### src/switch_params.svh
`ifndef SWITCH_PARAMS_SVH
`define SWITCH_PARAMS_SVH

// Number of input and output ports.
`define PORT_COUNT 4

// Data width of one packet word.
`define WORD_WIDTH 16

// Words per virtual output queue, a power of two.
`define VOQ_DEPTH 16

// Largest legal packet, header included.
`define MAX_PKT_WORDS 6

`endif

### src/switch_pkg.sv
`include "switch_params.svh"

package switch_pkg;

    typedef logic [$clog2(`PORT_COUNT)-1:0] port_idx_t;
    typedef logic [`WORD_WIDTH-1:0]         word_t;
    typedef logic [$clog2(`VOQ_DEPTH):0]    voq_count_t;  // Holds 0 to VOQ_DEPTH.

    // One accepted word on its way from a parser into the buffer.
    typedef struct packed {
        logic      vld;
        logic      eop;
        port_idx_t dest;
        word_t     data;
    } ingress_beat_t;

    typedef struct packed {
        logic  eop;
        word_t data;
    } voq_entry_t;

    typedef enum logic {
        SCHED_IDLE,
        SCHED_BURST
    } sched_state_t;

endpackage

### src/egress_scheduler.sv
`include "switch_params.svh"

module egress_scheduler
    import switch_pkg::*;
(
    input  logic                   clk,
    input  logic                   reset,
    input  logic                   ready,
    input  logic [`PORT_COUNT-1:0] empty,
    input  voq_entry_t             rd_entry,
    output logic                   rd_en,
    output port_idx_t              rd_sel,
    output logic                   rd_sop,
    output logic                   rd_eop,
    output logic                   rd_vld,
    output word_t                  rd_data
);

    localparam int NUM_PORTS = `PORT_COUNT;

    sched_state_t state;
    port_idx_t    grant_idx;
    logic         grant_hit;
    logic         first_word;
    logic         eop_seen;

    // The eop word is only known once it comes back from the buffer.
    assign eop_seen = rd_vld && rd_entry.eop;

    // No read ahead once the eop word has arrived.
    assign rd_en = (state == SCHED_BURST) && ready && !empty[rd_sel] && !eop_seen;

    assign rd_eop  = eop_seen;
    assign rd_data = rd_entry.data;

    // Round robin: rd_sel still names the input served last.
    always_comb begin
        port_idx_t cand;
        grant_hit = 1'b0;
        grant_idx = rd_sel;
        cand      = rd_sel;
        // Farthest first, so the nearest non-empty input wins.
        for (int k = NUM_PORTS; k >= 1; k--) begin
            cand = rd_sel + port_idx_t'(k);
            if (!empty[cand]) begin
                grant_hit = 1'b1;
                grant_idx = cand;
            end
        end
    end

    always_ff @(posedge clk) begin
        if (reset) begin
            state      <= SCHED_IDLE;
            rd_sel     <= port_idx_t'(NUM_PORTS - 1);  // Input 0 goes first.
            first_word <= 1'b0;
            rd_vld     <= 1'b0;
            rd_sop     <= 1'b0;
        end else begin
            rd_vld <= rd_en;
            rd_sop <= rd_en && first_word;
            if (rd_en) begin
                first_word <= 1'b0;
            end
            case (state)
                SCHED_IDLE: begin
                    if (grant_hit) begin
                        state      <= SCHED_BURST;
                        rd_sel     <= grant_idx;
                        first_word <= 1'b1;
                    end
                end
                SCHED_BURST: begin
                    if (eop_seen) begin
                        state <= SCHED_IDLE;  // Packet fully drained.
                    end
                end
                default: begin
                    state <= SCHED_IDLE;
                end
            endcase
        end
    end

endmodule

### src/ingress_parser.sv
module ingress_parser
    import switch_pkg::*;
(
    input  logic          clk,
    input  logic          reset,
    input  logic          wr_sop,
    input  logic          wr_eop,
    input  logic          wr_vld,
    input  word_t         wr_data,
    output ingress_beat_t beat
);

    logic      in_packet;
    logic      accept;
    port_idx_t hdr_dest;
    port_idx_t dest_q;
    logic      beat_vld;
    logic      beat_eop;
    port_idx_t beat_dest;
    word_t     beat_data;

    // A header always opens a packet, other words need one open.
    assign accept   = wr_vld && (wr_sop || in_packet);
    assign hdr_dest = wr_data[$bits(port_idx_t)-1:0];

    always_ff @(posedge clk) begin
        if (reset) begin
            in_packet <= 1'b0;
            beat_vld  <= 1'b0;
            beat_eop  <= 1'b0;
        end else begin
            if (accept) begin
                in_packet <= !wr_eop;  // One-word packet closes at once.
            end
            beat_vld <= accept;
            beat_eop <= accept && wr_eop;
        end
    end

    always_ff @(posedge clk) begin
        if (accept && wr_sop) begin
            dest_q <= hdr_dest;
        end
        if (accept) begin
            beat_dest <= wr_sop ? hdr_dest : dest_q;
            beat_data <= wr_data;
        end
    end

    assign beat = '{vld: beat_vld, eop: beat_eop, dest: beat_dest, data: beat_data};

endmodule

### src/packet_switch_top.sv
`include "switch_params.svh"

module packet_switch_top
    import switch_pkg::*;
(
    input  logic                   clk,
    input  logic                   reset,
    input  logic [`PORT_COUNT-1:0] wr_sop,
    input  logic [`PORT_COUNT-1:0] wr_eop,
    input  logic [`PORT_COUNT-1:0] wr_vld,
    input  word_t                  wr_data [`PORT_COUNT],
    output wire  [`PORT_COUNT-1:0] rd_sop,
    output wire  [`PORT_COUNT-1:0] rd_eop,
    output wire  [`PORT_COUNT-1:0] rd_vld,
    output wire  word_t            rd_data [`PORT_COUNT],
    output logic                   full,
    input  logic [`PORT_COUNT-1:0] ready
);

    wire  ingress_beat_t          beats [`PORT_COUNT];
    wire  [`PORT_COUNT-1:0]       rd_en;
    wire  port_idx_t              rd_sel [`PORT_COUNT];
    logic [`PORT_COUNT-1:0]       empty [`PORT_COUNT];
    voq_entry_t                   rd_entry [`PORT_COUNT];

    voq_buffer u_buffer (
        .clk      (clk),
        .reset    (reset),
        .beats    (beats),
        .rd_en    (rd_en),
        .rd_sel   (rd_sel),
        .empty    (empty),
        .rd_entry (rd_entry),
        .full     (full)
    );

    for (genvar p = 0; p < `PORT_COUNT; p++) begin : g_port
        ingress_parser u_parser (
            .clk     (clk),
            .reset   (reset),
            .wr_sop  (wr_sop[p]),
            .wr_eop  (wr_eop[p]),
            .wr_vld  (wr_vld[p]),
            .wr_data (wr_data[p]),
            .beat    (beats[p])
        );

        egress_scheduler u_sched (
            .clk      (clk),
            .reset    (reset),
            .ready    (ready[p]),
            .empty    (empty[p]),
            .rd_entry (rd_entry[p]),
            .rd_en    (rd_en[p]),
            .rd_sel   (rd_sel[p]),
            .rd_sop   (rd_sop[p]),
            .rd_eop   (rd_eop[p]),
            .rd_vld   (rd_vld[p]),
            .rd_data  (rd_data[p])
        );
    end

endmodule

### src/voq_buffer.sv
`include "switch_params.svh"

module voq_buffer
    import switch_pkg::*;
(
    input  logic                   clk,
    input  logic                   reset,
    input  ingress_beat_t          beats [`PORT_COUNT],
    input  logic [`PORT_COUNT-1:0] rd_en,
    input  port_idx_t              rd_sel [`PORT_COUNT],
    output logic [`PORT_COUNT-1:0] empty [`PORT_COUNT],
    output voq_entry_t             rd_entry [`PORT_COUNT],
    output logic                   full
);

    localparam int NUM_PORTS  = `PORT_COUNT;
    localparam int NUM_QUEUES = NUM_PORTS * NUM_PORTS;
    localparam int PTR_W      = $clog2(`VOQ_DEPTH);
    localparam voq_count_t FULL_LEVEL = voq_count_t'(`VOQ_DEPTH - `MAX_PKT_WORDS - 1);

    // Queue q = {input, output}, so input is q / NUM_PORTS.
    voq_entry_t            mem [NUM_QUEUES][`VOQ_DEPTH];
    logic [PTR_W-1:0]      wr_ptr [NUM_QUEUES];
    logic [PTR_W-1:0]      rd_ptr [NUM_QUEUES];
    voq_count_t            count [NUM_QUEUES];
    logic [NUM_QUEUES-1:0] push;
    logic [NUM_QUEUES-1:0] pop;
    logic [NUM_QUEUES-1:0] near_full;

    always_comb begin
        for (int q = 0; q < NUM_QUEUES; q++) begin
            push[q] = beats[q / NUM_PORTS].vld
                   && (beats[q / NUM_PORTS].dest == port_idx_t'(q % NUM_PORTS));
            pop[q]  = rd_en[q % NUM_PORTS]
                   && (rd_sel[q % NUM_PORTS] == port_idx_t'(q / NUM_PORTS));
            // Counts the beat being written now.
            // One more slot stays back for the word still inside the parser.
            near_full[q] = (count[q] + voq_count_t'(push[q])) > FULL_LEVEL;
        end
    end

    always_ff @(posedge clk) begin
        if (reset) begin
            for (int q = 0; q < NUM_QUEUES; q++) begin
                wr_ptr[q] <= '0;
                rd_ptr[q] <= '0;
                count[q]  <= '0;
            end
            full <= 1'b0;
        end else begin
            for (int q = 0; q < NUM_QUEUES; q++) begin
                if (push[q]) begin
                    wr_ptr[q] <= wr_ptr[q] + 1'b1;  // Wraps, depth is a power of two.
                end
                if (pop[q]) begin
                    rd_ptr[q] <= rd_ptr[q] + 1'b1;
                end
                count[q] <= count[q] + voq_count_t'(push[q]) - voq_count_t'(pop[q]);
            end
            full <= |near_full;
        end
    end

    always_ff @(posedge clk) begin
        for (int q = 0; q < NUM_QUEUES; q++) begin
            if (push[q]) begin
                mem[q][wr_ptr[q]] <= '{eop:  beats[q / NUM_PORTS].eop,
                                       data: beats[q / NUM_PORTS].data};
            end
        end
    end

    // Popped head shows up one cycle after rd_en.
    always_ff @(posedge clk) begin
        for (int o = 0; o < NUM_PORTS; o++) begin
            if (rd_en[o]) begin
                rd_entry[o] <= mem[{rd_sel[o], port_idx_t'(o)}]
                                  [rd_ptr[{rd_sel[o], port_idx_t'(o)}]];
            end
        end
    end

    always_comb begin
        for (int o = 0; o < NUM_PORTS; o++) begin
            for (int i = 0; i < NUM_PORTS; i++) begin
                empty[o][i] = (count[i * NUM_PORTS + o] == '0);
            end
        end
    end

endmodule

### config.mk
export PLATFORM = sky130hd
export DESIGN_NAME = packet_switch_top
export DESIGN_NICKNAME = d
export VERILOG_FILES = /design/src/switch_pkg.sv /design/src/egress_scheduler.sv /design/src/ingress_parser.sv /design/src/packet_switch_top.sv /design/src/voq_buffer.sv
export VERILOG_INCLUDE_DIRS = /design/src /design/src/src
export SDC_FILE = /design/constraint.sdc
export NUM_CORES = 2
export LEC_CHECK = 0
export BUFFER_PORTS_ARGS = -buffer_cell sky130_fd_sc_hd__buf_2
export CAP_MARGIN = 5
export CORE_AREA = 8 8 1043 735
export DETAILED_ROUTE_END_ITERATION = 6
export DIE_AREA = 0 0 1051 743
export GPL_TIMING_DRIVEN = 1
export PLACE_DENSITY_LB_ADDON = 0.2
export SETUP_SLACK_MARGIN = 0.1
export SYNTH_ARGS = -nofsm -noshare
export SYNTH_HDL_FRONTEND = slang
export SYNTH_MEMORY_MAX_BITS = 65536
export SYNTH_SLANG_ARGS = --single-unit
### constraint.sdc
create_clock -name clk -period 3.7 [get_ports clk]
set_input_delay 0.74 -clock clk [delete_from_list [all_inputs] [get_ports clk]]
set_output_delay 0.74 -clock clk [all_outputs]
set_load 0.01 [all_outputs]
==> metrics.txt <==
Final HPWL DP 418 mm; die height 743 um; all-layer global routing usage 17.9%; crit path DAT between 4 and 5 ns; FMAX 0.284 GHz; Crit Path Class reg -> reg; DRC errors left 0; CTS buffer count ~480; Die W 1.05 mm; share of cells above drive strength 1 26.0%; RePlAce Congestion 0.816; FILL cells about 73000; top cells by area, synth edfxtp_1 (74%), mux4_2 (13%), mux2i_1 (1.6%); post-synth cell types 56; hold crit path type in -> reg; DIE AREA 0.781 sq mm; most frequent cells in the layout edfxtp_1 (4628), mux4_2 (1098), nor2_1 (678), buf_4 (543), clkbuf_16 (485); total power 122 mW; worst-path fanout max 32; row count 267; Remaining Overflow, GRT 0; setup bufs post-CTS 0; max-capacitance violation count 0; Routed wire per std cell 35.2 um; Post-synth ARST share 0%; most used routing layer met2; met2 usage 28.0%; synthesized cell area about 0.19 sq mm; Slew @ Worst Pin 1.38 ns; ys flop type edfxtp_1; status finished clean; Starting DRT DRC Count 17200; FF+latch count, synth 4753; Sum Neg Setup Slack 0 ns; DR vias/cell 4.99; Synth Instances 9308; endpoint type of the worst setup path register; top-area cell type share of the netlist area 74.3%; GR Util met3 3.13%; syn avg cell area 20.1 sq um; 1st-pass router iterations 7; drt total wl 723 mm; total I/O pin count between 150 and 200; Yosys warning count 0; clock root buffer clkbuf_16; R2R depth 7; minimum clock period between 3 and 4 ns; slew margin rel. 8.32%; Total Nets Final approximately 10000; first-pass GRT wire length 957 mm; CTS H-tree lvls 5; most common cell after layout, fill and taps aside edfxtp_1; antenna violations before repair 132; core area 0.751 sq mm; I/O Buffers 158; clk buf depth 5; post-route ant nets 0; Worst Setup Start Kind register; pin count of the biggest net entering global routing approximately 110; worst hold stages 2; peak supply drop 402 uV; EDFF count, synth 4628; post-synthesis sequential area ratio between 70 and 80%; synthesis-to-layout area growth 18.1%; final hold vios 0; Clock transition at path regs 0.07 ns; final setup fails 0; max-slew violations 0; Starting Density 24.9%; vias 103000; GRT met1 Usage 25.7%; CTS tree built; Synth Net Count 9550; RSZ-0062 raised after global routing false; TritonCTS Sinks between 4000 and 5000; vias in the first global route between 100k and 150k; clk_skew about 0.11 ns; leakage 71.4 nW; Synth area leader edfxtp_1; Pwr Density 552 mW/mm^2; clk_lat worst skew 1.08 ns; Crit path required time 4.48 ns; Tcrit/Tclk final 95.1%
==> flip-flops by register name (all words and copies together) (netlist names), named ones only <==
register / cells
u_buffer.full: 1
g_port.u_parser.beat_eop: 4
u_buffer.mem: 4352
u_buffer.rd_ptr: 64
g_port.u_parser.beat_vld: 4
g_port.u_parser.beat_dest: 8
g_port.u_parser.beat_data: 64
u_buffer.wr_ptr: 64
g_port.u_sched.rd_vld: 4
g_port.u_sched.rd_sel: 8
u_buffer.count: 80
g_port.u_sched.state: 4
g_port.u_parser.dest_q: 8
g_port.u_parser.in_packet: 4
g_port.u_sched.first_word: 4
g_port.u_sched.rd_sop: 4
u_buffer.rd_entry: 68
==> synthesized netlist by cell type, drive strengths merged (3+ instances only) <==
cell and number:
xor2 75, a211oi 77, nand2b 34, mux2 18, o22ai 10, or4 9
nor3b 17, mux4 1103, nor2b 92, o221ai 69, a21oi 79, mux2i 291
a32oi 136, a31oi 9, o21ai 90, nor3 85, and3 24, buf 351
ha 160, dfxtp 125, or2 27, o21a 4, nand3 90, and2 153
o211ai 4, xnor2 85, nand2 388, inv 108, nor2 727, edfxtp 4628
clkbuf 196, o21bai 4, a41oi 4, nor4 3, nand4 9, o31ai 5
a21o 6
==> critical path: stages, from the launching register on <==
cell and delay (ns):
dfxtp_4 0.45, buf_12 0.27, buf_4 0.38, mux4_2 0.57
mux2i_1 0.60, nand2_1 0.20, a32oi_2 0.51, o21ai_1 0.14
==> timing repair <==
item	4_1_cts	5_1_grt
resized for setup	0	1
endpoints found under the setup margin	0	1
hold buffers	72	0
hold endpoints to repair	84	0
==> where the power goes <==
part / switching, mW / internal [mW] / leakage [nW] / total [mW]
sequential: 0.423 / 59.4 / 42.7 / 59.8
combinational: 9.29 / 5.05 / 21.4 / 14.3
clock: 21.2 / 26.6 / 7.25 / 47.8
==> final cells by class <==
cell class,instances,area [sq um],share of cell area (%)
Inverter,108,405,0.184
Timing Repair Buffer,920,8560,3.88
Clock buffer,592,12600,5.70
Antenna cell,67,168,0.0759
Tap cell,9953,12500,5.64
Multi-Input combinational cell,3900,42800,19.4
Sequential cell,4753,142000,64.1
Clock inverter,261,2260,1.03
==> metrics by stage <==
step           instances  setup WS (ns)  hold WS [ns]  util, %  area [sq um]
2_1_floorplan       9308          0.619         0.423        -        187000
6_report           20600          0.183        0.0799     29.4        221000
3_5_place_dp       19600          0.152         0.470     27.3        205000
4_1_cts            20500          0.137        0.0228     29.4        221000
3_3_place_gp       19600          0.155         0.464     27.3        205000
5_1_grt            20500          0.179        0.0149     29.4        221000
==> logic make-up (layout without fill, tap and decap cells) <==
logic type | Yosys count | count (layout) | share of synthesized area, %
flops | 4753 | 4753 | 75.7
simple gates | 1663 | 1663 | 3.99
mux | 1412 | 1412 | 15.0
buf+inv | 655 | 1881 | 1.62
compound gates | 505 | 505 | 1.94
fa+ha+maj | 160 | 160 | 1.07
xor+xnor | 160 | 160 | 0.750
other cells | 0 | 67 | 0
==> path summary, 6_finish.rpt <==
check,start,end,slack [ns]
hold reg to reg,g_port[2].u_sched.first_word,g_port[2].u_sched.first_word,0.49
setup reg to reg,register,u_buffer.rd_entry[7],0.18
hold / removal,wr_sop[1],g_port[1].u_parser.dest_q[0],0.08
setup / recovery,register,u_buffer.rd_entry[7],0.18
==> per-layer routing <==
layer | share of wire (%) | routed length (um)
met4 | 2.7 | 19600
met1 | 43 | 308000
met5 | 0.015 | 108
met3 | 9.2 | 66700
met2 | 45 | 329000
Note: power is estimated with default switching activity, not from simulation.
